## src/source/mem_bus_pkg.sv

```systemverilog
`default_nettype none

package mem_bus_pkg;

    // Data word and write mask share one width
    localparam int DATA_W = 32;

    // Byte address seen by the load/store unit
    localparam int ADDR_W = 32;

    // Depth of the word memory, addresses wrap at this size
    localparam int MEM_WORDS = 64;
    localparam int MEM_IDX_W = $clog2(MEM_WORDS);

    // Only this mask lets an aligned write skip the read-modify-write
    localparam logic [DATA_W-1:0] FULL_MASK = {DATA_W{1'b1}};

endpackage

`default_nettype wire

```

## src/source/unaligned_pkg.sv

```systemverilog
`default_nettype none

package unaligned_pkg;

    // Access sequencer states
    typedef enum logic [3:0] {
        ST_IDLE,
        ST_CMD1,
        ST_RWAIT1,
        ST_CMD2,
        ST_RWAIT2,
        ST_WR1,
        ST_WR2,
        ST_FINISH
    } seq_state_t;

    // Word index and byte offset within the word
    typedef struct packed {
        logic [mem_bus_pkg::ADDR_W-3:0] word_idx;
        logic [1:0]                     offset;
    } addr_fields_t;

    // Same address word, either as a plain byte address or split
    typedef union packed {
        logic [mem_bus_pkg::ADDR_W-1:0] raw;
        addr_fields_t                   part;
    } byte_addr_t;

endpackage

`default_nettype wire

```

## src/source/access_sequencer.sv

```systemverilog
`timescale 1ns/10ps
`default_nettype none

module access_sequencer (
    input  wire                              clk,
    input  wire                              rst_n,
    input  wire                              start,
    input  wire                              saved_write,
    input  wire unaligned_pkg::byte_addr_t   saved_addr,
    input  wire [mem_bus_pkg::DATA_W-1:0]    saved_wdata,
    input  wire [mem_bus_pkg::DATA_W-1:0]    saved_wmask,
    input  wire                              mem_ready,
    input  wire                              mem_rvalid,
    input  wire [mem_bus_pkg::DATA_W-1:0]    mem_rdata,
    output logic                             mem_valid,
    output logic                             mem_write,
    output logic [mem_bus_pkg::ADDR_W-1:0]   mem_addr,
    output logic [mem_bus_pkg::DATA_W-1:0]   mem_wdata,
    output logic [mem_bus_pkg::DATA_W-1:0]   first_word,
    output logic                             read_last,
    output logic                             done
);

    localparam int DW = mem_bus_pkg::DATA_W;

    unaligned_pkg::seq_state_t state;

    logic [DW-1:0]   second_word;
    logic            aligned;
    logic            plain_write;
    logic            second_half;
    logic            accept;
    logic [4:0]      byte_shift;
    logic [2*DW-1:0] new_pair;
    logic [2*DW-1:0] mask_pair;
    logic [2*DW-1:0] merged_pair;

    assign aligned     = saved_addr.part.offset == 2'd0;
    assign plain_write = saved_write && aligned && saved_wmask == mem_bus_pkg::FULL_MASK;
    assign accept      = mem_valid && mem_ready;

    // States that work on the word after the first one
    assign second_half = state inside {unaligned_pkg::ST_CMD2, unaligned_pkg::ST_RWAIT2,
                                       unaligned_pkg::ST_WR2};

    // New bytes placed at the byte offset over the fetched word pair
    assign byte_shift  = {saved_addr.part.offset, 3'b000};
    assign new_pair    = {{DW{1'b0}}, saved_wdata} << byte_shift;
    assign mask_pair   = {{DW{1'b0}}, saved_wmask} << byte_shift;
    assign merged_pair = ({second_word, first_word} & ~mask_pair) | (new_pair & mask_pair);

    always_comb begin
        mem_valid = state inside {unaligned_pkg::ST_CMD1, unaligned_pkg::ST_CMD2,
                                  unaligned_pkg::ST_WR1, unaligned_pkg::ST_WR2};
        mem_write = (state == unaligned_pkg::ST_CMD1 && plain_write)
                  || state == unaligned_pkg::ST_WR1 || state == unaligned_pkg::ST_WR2;
        mem_addr  = {saved_addr.part.word_idx + (second_half ? 1'b1 : 1'b0), 2'b00};
        case (state)
            unaligned_pkg::ST_CMD1: mem_wdata = saved_wdata;
            unaligned_pkg::ST_WR1:  mem_wdata = merged_pair[DW-1:0];
            unaligned_pkg::ST_WR2:  mem_wdata = merged_pair[2*DW-1:DW];
            default:                mem_wdata = '0;
        endcase
    end

    // Final data beat of a read request
    assign read_last = mem_rvalid && !saved_write
                     && ((state == unaligned_pkg::ST_RWAIT1 && aligned)
                         || state == unaligned_pkg::ST_RWAIT2);

    assign done = state == unaligned_pkg::ST_FINISH;

    always_ff @(posedge clk) begin
        if (!rst_n) begin
            state <= unaligned_pkg::ST_IDLE;
        end else begin
            case (state)
                unaligned_pkg::ST_IDLE: begin
                    if (start) begin
                        state <= unaligned_pkg::ST_CMD1;
                    end
                end
                unaligned_pkg::ST_CMD1: begin
                    if (accept) begin
                        state <= plain_write ? unaligned_pkg::ST_FINISH
                                             : unaligned_pkg::ST_RWAIT1;
                    end
                end
                unaligned_pkg::ST_RWAIT1: begin
                    if (mem_rvalid) begin
                        if (!aligned) begin
                            state <= unaligned_pkg::ST_CMD2;
                        end else if (saved_write) begin
                            state <= unaligned_pkg::ST_WR1;
                        end else begin
                            state <= unaligned_pkg::ST_FINISH;
                        end
                    end
                end
                unaligned_pkg::ST_CMD2: begin
                    if (accept) begin
                        state <= unaligned_pkg::ST_RWAIT2;
                    end
                end
                unaligned_pkg::ST_RWAIT2: begin
                    if (mem_rvalid) begin
                        state <= saved_write ? unaligned_pkg::ST_WR1
                                             : unaligned_pkg::ST_FINISH;
                    end
                end
                unaligned_pkg::ST_WR1: begin
                    if (accept) begin
                        state <= aligned ? unaligned_pkg::ST_FINISH
                                         : unaligned_pkg::ST_WR2;
                    end
                end
                unaligned_pkg::ST_WR2: begin
                    if (accept) begin
                        state <= unaligned_pkg::ST_FINISH;
                    end
                end
                default: begin
                    state <= unaligned_pkg::ST_IDLE;
                end
            endcase
        end
    end

    // Fetched words kept for merging and for the aligner
    always_ff @(posedge clk) begin
        if (state == unaligned_pkg::ST_RWAIT1 && mem_rvalid) begin
            first_word <= mem_rdata;
        end
        if (state == unaligned_pkg::ST_RWAIT2 && mem_rvalid) begin
            second_word <= mem_rdata;
        end
    end

    a_hold_under_backpressure: assert property (
        @(posedge clk) disable iff (!rst_n)
        mem_valid && !mem_ready |=> mem_valid && $stable(mem_write)
                                    && $stable(mem_addr) && $stable(mem_wdata)
    );

endmodule

`default_nettype wire

```

## src/source/read_aligner.sv

```systemverilog
`timescale 1ns/10ps
`default_nettype none

module read_aligner (
    input  wire unaligned_pkg::byte_addr_t   saved_addr,
    input  wire [mem_bus_pkg::DATA_W-1:0]    first_word,
    input  wire [mem_bus_pkg::DATA_W-1:0]    mem_rdata,
    input  wire                              read_last,
    output logic                             resp_valid,
    output logic [mem_bus_pkg::DATA_W-1:0]   resp_rdata
);

    // Response is valid only on the last read beat
    assign resp_valid = read_last;

    // Upper bytes of the first word form the low part of the result,
    // low bytes of the second word fill the top
    always_comb begin
        case (saved_addr.part.offset)
            2'd1:    resp_rdata = {mem_rdata[7:0], first_word[31:8]};
            2'd2:    resp_rdata = {mem_rdata[15:0], first_word[31:16]};
            2'd3:    resp_rdata = {mem_rdata[23:0], first_word[31:24]};
            default: resp_rdata = mem_rdata;
        endcase
    end

endmodule

`default_nettype wire

```

## src/source/request_latch.sv

```systemverilog
`timescale 1ns/10ps
`default_nettype none

module request_latch (
    input  wire                              clk,
    input  wire                              rst_n,
    input  wire                              req_valid,
    input  wire                              req_write,
    input  wire [mem_bus_pkg::ADDR_W-1:0]    req_addr,
    input  wire [mem_bus_pkg::DATA_W-1:0]    req_wdata,
    input  wire [mem_bus_pkg::DATA_W-1:0]    req_wmask,
    input  wire                              done,
    output logic                             req_ready,
    output logic                             start,
    output logic                             saved_write,
    output unaligned_pkg::byte_addr_t        saved_addr,
    output logic [mem_bus_pkg::DATA_W-1:0]   saved_wdata,
    output logic [mem_bus_pkg::DATA_W-1:0]   saved_wmask
);

    logic busy;
    logic accept;

    assign req_ready = !busy;
    assign accept    = req_valid && !busy;

    // Busy from the cycle after acceptance until the cycle after done
    always_ff @(posedge clk) begin
        if (!rst_n) begin
            busy  <= 1'b0;
            start <= 1'b0;
        end else begin
            start <= accept;
            if (accept) begin
                busy <= 1'b1;
            end else if (done) begin
                busy <= 1'b0;
            end
        end
    end

    // Request fields stay put while the access runs
    always_ff @(posedge clk) begin
        if (accept) begin
            saved_write     <= req_write;
            saved_addr.raw  <= req_addr;
            saved_wdata     <= req_wdata;
            saved_wmask     <= req_wmask;
        end
    end

    a_done_while_busy: assert property (
        @(posedge clk) disable iff (!rst_n) done |-> busy
    );

endmodule

`default_nettype wire

```

## src/source/unaligned_access_top.sv

```systemverilog
`timescale 1ns/10ps
`default_nettype none

module unaligned_access_top (
    input  wire                              clk,
    input  wire                              rst_n,
    input  wire                              req_valid,
    input  wire                              req_write,
    input  wire [mem_bus_pkg::ADDR_W-1:0]    req_addr,
    input  wire [mem_bus_pkg::DATA_W-1:0]    req_wdata,
    input  wire [mem_bus_pkg::DATA_W-1:0]    req_wmask,
    output logic                             req_ready,
    output logic                             resp_valid,
    output logic [mem_bus_pkg::DATA_W-1:0]   resp_rdata
);

    // Latch to sequencer
    logic                            start;
    logic                            done;
    logic                            saved_write;
    unaligned_pkg::byte_addr_t       saved_addr;
    logic [mem_bus_pkg::DATA_W-1:0]  saved_wdata;
    logic [mem_bus_pkg::DATA_W-1:0]  saved_wmask;

    // Sequencer to memory
    logic                            mem_valid;
    logic                            mem_write;
    logic [mem_bus_pkg::ADDR_W-1:0]  mem_addr;
    logic [mem_bus_pkg::DATA_W-1:0]  mem_wdata;
    logic                            mem_ready;
    logic                            mem_rvalid;
    logic [mem_bus_pkg::DATA_W-1:0]  mem_rdata;

    // Sequencer to aligner
    logic [mem_bus_pkg::DATA_W-1:0]  first_word;
    logic                            read_last;

    request_latch i_latch (
        .clk         (clk),
        .rst_n       (rst_n),
        .req_valid   (req_valid),
        .req_write   (req_write),
        .req_addr    (req_addr),
        .req_wdata   (req_wdata),
        .req_wmask   (req_wmask),
        .done        (done),
        .req_ready   (req_ready),
        .start       (start),
        .saved_write (saved_write),
        .saved_addr  (saved_addr),
        .saved_wdata (saved_wdata),
        .saved_wmask (saved_wmask)
    );

    access_sequencer i_sequencer (
        .clk         (clk),
        .rst_n       (rst_n),
        .start       (start),
        .saved_write (saved_write),
        .saved_addr  (saved_addr),
        .saved_wdata (saved_wdata),
        .saved_wmask (saved_wmask),
        .mem_ready   (mem_ready),
        .mem_rvalid  (mem_rvalid),
        .mem_rdata   (mem_rdata),
        .mem_valid   (mem_valid),
        .mem_write   (mem_write),
        .mem_addr    (mem_addr),
        .mem_wdata   (mem_wdata),
        .first_word  (first_word),
        .read_last   (read_last),
        .done        (done)
    );

    read_aligner i_aligner (
        .saved_addr  (saved_addr),
        .first_word  (first_word),
        .mem_rdata   (mem_rdata),
        .read_last   (read_last),
        .resp_valid  (resp_valid),
        .resp_rdata  (resp_rdata)
    );

    word_memory i_memory (
        .clk         (clk),
        .rst_n       (rst_n),
        .mem_valid   (mem_valid),
        .mem_write   (mem_write),
        .mem_addr    (mem_addr),
        .mem_wdata   (mem_wdata),
        .mem_ready   (mem_ready),
        .mem_rvalid  (mem_rvalid),
        .mem_rdata   (mem_rdata)
    );

endmodule

`default_nettype wire

```

## src/source/word_memory.sv

```systemverilog
`timescale 1ns/10ps
`default_nettype none

module word_memory (
    input  wire                              clk,
    input  wire                              rst_n,
    input  wire                              mem_valid,
    input  wire                              mem_write,
    input  wire [mem_bus_pkg::ADDR_W-1:0]    mem_addr,
    input  wire [mem_bus_pkg::DATA_W-1:0]    mem_wdata,
    output logic                             mem_ready,
    output logic                             mem_rvalid,
    output logic [mem_bus_pkg::DATA_W-1:0]   mem_rdata
);

    logic [mem_bus_pkg::DATA_W-1:0]    mem [mem_bus_pkg::MEM_WORDS];
    logic [mem_bus_pkg::MEM_IDX_W-1:0] idx;
    logic                              busy;
    logic                              accept;

    // Word index taken modulo the memory size
    assign idx       = mem_addr[mem_bus_pkg::MEM_IDX_W+1:2];
    assign mem_ready = !busy;
    assign accept    = mem_valid && mem_ready;

    initial begin
        for (int i = 0; i < mem_bus_pkg::MEM_WORDS; i++) begin
            mem[i] = '0;
        end
    end

    // One busy cycle after every command
    always_ff @(posedge clk) begin
        if (!rst_n) begin
            busy       <= 1'b0;
            mem_rvalid <= 1'b0;
        end else begin
            busy       <= accept;
            mem_rvalid <= accept && !mem_write;
        end
    end

    always_ff @(posedge clk) begin
        if (accept && mem_write) begin
            mem[idx] <= mem_wdata;
        end
        if (accept && !mem_write) begin
            mem_rdata <= mem[idx];
        end
    end

endmodule

`default_nettype wire

```

## config.mk

```make
export PLATFORM = sky130hd
export DESIGN_NAME = unaligned_access_top
export DESIGN_NICKNAME = d
export VERILOG_FILES = /design/src/source/mem_bus_pkg.sv /design/src/source/unaligned_pkg.sv /design/src/source/access_sequencer.sv /design/src/source/read_aligner.sv /design/src/source/request_latch.sv /design/src/source/unaligned_access_top.sv /design/src/source/word_memory.sv
export SDC_FILE = /design/constraint.sdc
export NUM_CORES = 2
export LEC_CHECK = 0
export ABC_AREA = 1
export BUFFER_PORTS_ARGS = -buffer_cell sky130_fd_sc_hd__buf_2
export CORE_MARGIN = 2
export CORE_UTILIZATION = 35
export DETAILED_ROUTE_END_ITERATION = 10
export MAX_ROUTING_LAYER = met4
export PLACE_DENSITY = 0.5
export SETUP_SLACK_MARGIN = 0.02
export SKIP_CTS_REPAIR_TIMING = 1
export SLEW_MARGIN = 20
export SYNTH_ARGS = -nofsm -noshare
export SYNTH_HDL_FRONTEND = slang
export SYNTH_SLANG_ARGS = --single-unit
export TNS_END_PERCENT = 100
```

## constraint.sdc

```tcl
create_clock -name clk -period 11.5 [get_ports clk]
set_input_delay 0.575 -clock clk [delete_from_list [all_inputs] [get_ports clk]]
set_output_delay 0.575 -clock clk [all_outputs]
set_load 0.05 [all_outputs]
```

# [After elaboration in Yosys (flattened, before gate mapping)]
# Memory sizes are Yosys's and may differ from the RTL's. A register that Yosys moved wholly into a read port is not among the register bits.
# Cells that the tools add are included.
[totals] regBits=145 ramBits=2048 inputBits=100 out_inout_bits=34 wordCells=81 mem_count=1
[classes] n_addsub=1 eq_ne=18 shift=2 n_mux=19 bitwise_logic=4 reduce_logical=25
[memory_table] name="i_memory.mem" words=64 width=32 rd=1 rd_ports_with_merged_regs=1 wr=1 line="word_memory.sv:16" rtl="logic [mem_bus_pkg::DATA_W-1:0] mem [mem_bus_pkg::MEM_WORDS];"
[op_table] operator="$pmux W32 S3" count=2
[op_table] operator="$and A64 B64 Y64" count=2
[op_table] operator="$shl A32 B5 Y64" count=2
[op_table] operator="$not A64 Y64" count=1
[op_table] operator="$or A64 B64 Y64" count=1
[op_table] operator="$eq A32 B32 Y1 const B" count=1
[op_table] operator="$mux W4" count=8
[op_table] operator="$pmux W4 S7" count=1
[op_table] operator="$eq A4 B3 Y1 const B" count=4
[op_table] operator="$logic_and A1 B1 Y1" count=12
[op_table] operator="$ne A2 B1 Y1 const B" count=6
[op_table] operator="$eq A4 B2 Y1 const B" count=2
[op_table] operator="$reduce_and A7 Y1" count=1
[op_table] operator="$add A6 B1 Y6" count=1
[op_table] operator="$mux W1" count=6
[op_table] operator="$eq A2 B2 Y1 const B" count=2
[op_table] operator="$eq A4 B1 Y1 const B" count=1
[op_table] operator="$logic_not A1 Y1" count=4
[op_table] operator="$logic_not A4 Y1" count=1
[op_table] operator="$reduce_bool A4 Y1" count=1
[op_table] operator="$logic_or A1 B1 Y1" count=3
[op_table] operator="$mux W3" count=1
[op_table] operator="$reduce_bool A3 Y1" count=1
[op_table] operator="$eq A2 B1 Y1 const B" count=1
[op_table] operator="other kinds (4)" count=4

# [Longest topological paths before layout]
[logic_depth] depth_word=9 ltp_mapped=20 ltp_nobuf=16

# [Modules after synthesis]
# Synthesis repeated with hierarchy kept, for this count alone.
[hier_totals] cells_unflattened=9497 hier_area_um2=96228.5
[by_module_without_submodules] mod="word_memory" n_inst=1 cells_each=8448 area_per_inst_um2=86934.6 seq_area_each_um2=62499.9
[by_module_without_submodules] mod="access_sequencer" n_inst=1 cells_each=755 area_per_inst_um2=5331.4 seq_area_each_um2=1981.9
[by_module_without_submodules] mod="request_latch" n_inst=1 cells_each=107 area_per_inst_um2=2990.4 seq_area_each_um2=2952.8
[by_module_without_submodules] mod="read_aligner" n_inst=1 cells_each=187 area_per_inst_um2=972.2 seq_area_each_um2=0.0

# [Least setup slack after synthesis]
# No wires, ideal clock.
[synth_timing] path_kind="register -> register" start="reg i_latch.saved_addr[1] (netlist name)" end="mem i_memory.mem[0][24] (netlist name), data pin" setup_ps=702 arrival_ps=3857 t_required_ps=10798 path_slack_ps=6941 path_stages_with_launch=9 n_path_buf=3 period_less_slack_ps=4559 path_cell_list="edfxtp_1 > buf_2 > inv_2 > clkbuf_1 > clkbuf_1 > nor2_1 > o21ai_0 > nand2_1 > o21ai_0"
[synth_via] elab_chain_len=5 word_cells_on_any_way=7 cone_classes="shift: 2; mux: 1; bitwise: 4"
[synth_rtl] element="start, declared" line="request_latch.sv:16" rtl="output unaligned_pkg::byte_addr_t saved_addr,"
[synth_rtl] element="$shl A32 B5 Y64" line="access_sequencer.sv:49" rtl="assign mask_pair = {{DW{1'b0}}, saved_wmask} << byte_shift;"
[synth_rtl] element="$not A64 Y64" line="access_sequencer.sv:50" rtl="assign merged_pair = ({second_word, first_word} & ~mask_pair) | (new_pair & mask_pair);"
[synth_rtl] element="$and A64 B64 Y64" line="access_sequencer.sv:50"
[synth_rtl] element="$or A64 B64 Y64 *" line="access_sequencer.sv:50"
[synth_rtl] element="$pmux W32 S3 *" line="access_sequencer.sv:58" rtl="case (state)"
[synth_rtl] element="net i_memory.mem_wdata (one bit)" line="word_memory.sv:10" rtl="input wire [mem_bus_pkg::DATA_W-1:0] mem_wdata,"
[synth_rtl] element="end, declared" line="word_memory.sv:16"
# The timed path passes the listed nets; every way through them passes the cells marked *.

# [Worst setup path after layout]
[layout_timing] start="reg i_sequencer.state[0]" end="reg i_memory.mem_rdata[13] (netlist name), read port of i_memory.mem, data pin"
[layout_via] elab_chain_len=6 word_cells_on_any_way=15 cone_classes="add/sub: 1; eq/ne: 5; mux: 1; reduce/logical: 8"
[layout_rtl] element="start, declared" line="access_sequencer.sv:26" rtl="unaligned_pkg::seq_state_t state;"
[layout_rtl] element="start signal, assigned" line="access_sequencer.sv:75" rtl="state <= unaligned_pkg::ST_IDLE;"
[layout_rtl] element="start signal, assigned" line="access_sequencer.sv:80" rtl="state <= unaligned_pkg::ST_CMD1;"
[layout_rtl] element="start signal, assigned" line="access_sequencer.sv:85" rtl="state <= plain_write ? unaligned_pkg::ST_FINISH"
[layout_rtl] element="parallel branches: the longest is 6 deep, another holds $add A6 B1 Y6"
[layout_rtl] element="end, declared" line="word_memory.sv:13" rtl="output logic [mem_bus_pkg::DATA_W-1:0] mem_rdata"
# Several ways; the timed one is not identified.
# A chain may end at the register's enable or synchronous reset.

==> impl_metrics.py <==
metrics = {
    "timing": {
        "final.min_clock_period_ps": 6190,
        "drv_slew": 0,
        "post-route-period-util_pct": 53.9,
        "slew_headroom_pct": 23.1,
        "fin_skew_ps": 89.1,
        "rsz0062_at_grt": "no",
        "final-hold-violation-count": 0,
        "tightestPinTransition_ps": 1150,
        "setup_viol": 0,
        "fmax_mhz": 161,
        "finalSetupTns_ps": 0,
    },
    "worst_setup_path": {
        "cp_slowest_cell": "buf_4",
        "worst_setup_path_end_kind": "register",
        "critical_path.most_common_cell": "nand2_1",
        "r2r_end": "i_memory.mem_rdata[13]$_DFFE_PP_",
        "crit_path_start_kind": "register",
        "cp_slowest_stage_delay_ps": 800,
        "r2r_setup_slack_ps": 5310,
        "r2r_start": "i_sequencer.state[0]$_SDFFE_PN0P_",
        "critPathMaxFanout": 96,
        "r2r_cells": 18,
        "path_cells": "inv_1 > nand3_1 > buf_4 > nand3_1 > ha_4 > ha_4 > buf_12 > buf_4 > buf_4 > nor2_1 > o21ai_0 > nand2_1 > nand2_1 > nand2_1 > nand2_1 > nand2_1 > nor2_1 > nand2_1",
        "required_ps": 12090,
        "critical_path_arrival_ps": 6780,
        "critical_path_class": "reg2reg",
    },
    "yosys": {
        "syn_area_um2": 93800,
        "synth_warnings": 0,
        "yosysUniqueCellTypes": 39,
        "synth-async-reset-ratio_pct": 0,
        "synth_ff_type": "edfxtp_1",
        "synth_edf_count": 2217,
        "syn-num-nets": 8929,
        "syn-instance-count": 8827,
        "seq_area_frac_synth_pct": 71.1,
        "ys_ff_latch": 2224,
        "syn_area_per_cell_um2": 10.6,
    },
    "power_and_ir_drop": {
        "power_density_nw_per_um2": 192,
        "fin_total_pwr_mw": 20.7,
        "vdd_drop_max_mv": 0.167,
        "p_leak_nw": 41.9,
    },
    "placed_design": {
        "gp_congestion": 0.863,
        "hpwl_mm": 156,
        "placed_area_um2": 99200,
        "port_buffers": 109,
        "placedCellCount": 12200,
    },
    "clock_network": {
        "clkTransAtPathRegs_ps": 60,
        "cts_tree": "yes",
        "clock_sinks": 2224,
        "cts_root_buffer": "clkbuf_16",
        "htreeDepth": 4,
        "clock_path_buffers": 3,
        "clock_latency_ps": 900,
        "numCtsBuffers": 235,
    },
    "layout": {
        "multi_input_area_um2": 24600,
        "layout_commonest_cell": "nand2_1",
        "nFillCells": 25600,
        "final_nets": 9047,
        "layout_common_cells": "nand2_1, edfxtp_1, nor2_1",
        "area_growth_pct": 14.5,
        "fin_area_um2": 107000,
        "register_area_um2": 66700,
        "drive_gt1_share_pct": 8.04,
        "instances_no_fill": 12700,
    },
    "floorplanning": {
        "start_util_pct": 35.1,
        "dieArea_um2": 272000,
        "ios": 134,
        "die-height_um": 522,
        "rows": 190,
        "coreArea_um2": 267000,
        "chipWidth_um": 522,
    },
    "detailed_routing": {
        "drt_iter0_markers": 6050,
        "route.vias.total": 62700,
        "drt-wirelength-per-cell_um": 22.5,
        "via_per_inst": 4.94,
        "drt-pass1-iter-count": 6,
        "ant_nets": 0,
        "wl_mm": 286,
        "drc_errors": 0,
    },
    "hold_path": {
        "worstHoldPathType": "in2reg",
        "min_to": "i_latch.start$_SDFF_PN0_",
        "holdPathStages": 3,
        "worstHoldStart": "req_valid",
    },
    "grt": {
        "grt_usage_pct": 21.2,
        "antenna_found_initial": 9,
        "grt_pass1_wl_mm": 412,
        "grt_overflow_total": 0,
        "first_global_vias": 58100,
        "grt_max_degree": 180,
    },
    "job": {
        "cap_violations": 0,
    },
    "outcome": {
        "status": "finished clean",
    },
}
[per-stage QoR]
stage	utilization [%]	worst slack (ps)	hold slack, ps
5_1_grt	40.2	4910	8.46
2_1_floorplan	-	6940	445
3_3_place_gp	37.0	5350	465
3_5_place_dp	37.1	5300	486
6_report	40.2	5310	10.8
4_1_cts	39.9	5310	-228
[cell type report]
cell class,count,area share (%)
Multi-Input combinational cell,5818,22.9
Tap cell,3552,4.14
Inverter,324,1.15
Clock buffer,287,5.68
Sequential cell,2224,62.1
Clock inverter,147,1.22
Antenna cell,9,0.0210
Timing Repair Buffer,342,2.74
[per-layer routing]
layer | track usage, % | routed length (um)
met2 | 32.3 | 130000
met5 | - | 0
met1 | 29.4 | 128000
met3 | 2.58 | 17300
met4 | 7.15 | 10000
[Yosys cell counts, types with 2 or more instances]
library cell,n,area share (%)
nor2_4,5,0.060
dfxtp_1,7,0.15
ha_1,2,0.027
nand4_1,7,0.047
o21ai_0,455,2.4
a22oi_1,16,0.13
a31oi_1,2,0.013
nor2b_1,2,0.013
nand4_4,8,0.18
clkbuf_1,200,0.80
o22ai_1,12,0.080
nand2_1,3983,16
o21ai_1,4,0.021
a21boi_0,38,0.30
nand3_2,3,0.032
o211ai_1,120,0.96
nor2_2,6,0.040
clkinv_1,3,0.012
inv_1,307,1.2
edfxtp_1,2217,71
buf_1,46,0.18
nor2_1,917,3.7
buf_4,5,0.040
buf_2,206,1.1
inv_2,13,0.052
or2_2,7,0.047
nor3_1,22,0.12
nand3_1,133,0.71
buf_6,4,0.048
a21oi_1,41,0.22
o2111ai_1,28,0.26
[state kept, by name, indices dropped and copies added, names as in the netlist]
name                     cells
i_latch.busy                 1
i_latch.saved_wmask         32
i_latch.saved_write          1
i_memory.mem              2048
i_memory.mem_rdata          32
i_latch.saved_wdata         32
i_sequencer.second_word     32
i_memory.mem_rvalid          1
i_latch.start                1
i_memory.busy                1
i_sequencer.first_word      32
i_latch.saved_addr           8
i_sequencer.state            3
[worst max-delay path by stage]
stage                                      start                                to  slack [ps]
2_1_floorplan    i_latch.saved_addr[1]$_DFFE_PP_     i_memory.mem[0][24]$_DFFE_PP_        6940
5_1_grt        i_sequencer.state[0]$_SDFFE_PN0P_  i_memory.mem_rdata[27]$_DFFE_PP_        4910
3_5_place_dp   i_sequencer.state[0]$_SDFFE_PN0P_  i_memory.mem_rdata[27]$_DFFE_PP_        5300
6_report       i_sequencer.state[0]$_SDFFE_PN0P_  i_memory.mem_rdata[13]$_DFFE_PP_        5310
4_1_cts        i_sequencer.state[0]$_SDFFE_PN0P_  i_memory.mem_rdata[27]$_DFFE_PP_        5310
3_3_place_gp   i_sequencer.state[0]$_SDFFE_PN0P_  i_memory.mem_rdata[27]$_DFFE_PP_        5350
[critical path: cells and delay by family (launching register included)]
family                     cells  cell delay, ps
buffers and inverters          5            2590
and+or+nand+nor               10            1520
adders and majority gates      2            1090
DFF                            1             450
AOI/OAI and AO/OA              1             100
[logic make-up after synthesis]
| family | count (synthesis) | share of synthesized area, % |
|---|---|---|
| flops | 2224 | 71.1 |
| compound gates | 719 | 4.44 |
| xor+xnor | 1 | 0.0294 |
| simple gates | 5096 | 20.9 |
| fa+ha+maj | 2 | 0.0267 |
| buf+inv | 785 | 3.47 |
[power by group]
| part | switching, mW | internal (mW) | total [mW] |
|---|---|---|---|
| registers | 0.124 | 9.59 | 9.72 |
| logic | 2.87 | 0.736 | 3.60 |
| clock network | 3.25 | 4.09 | 7.34 |
Note: power is estimated with default switching activity, not from simulation.
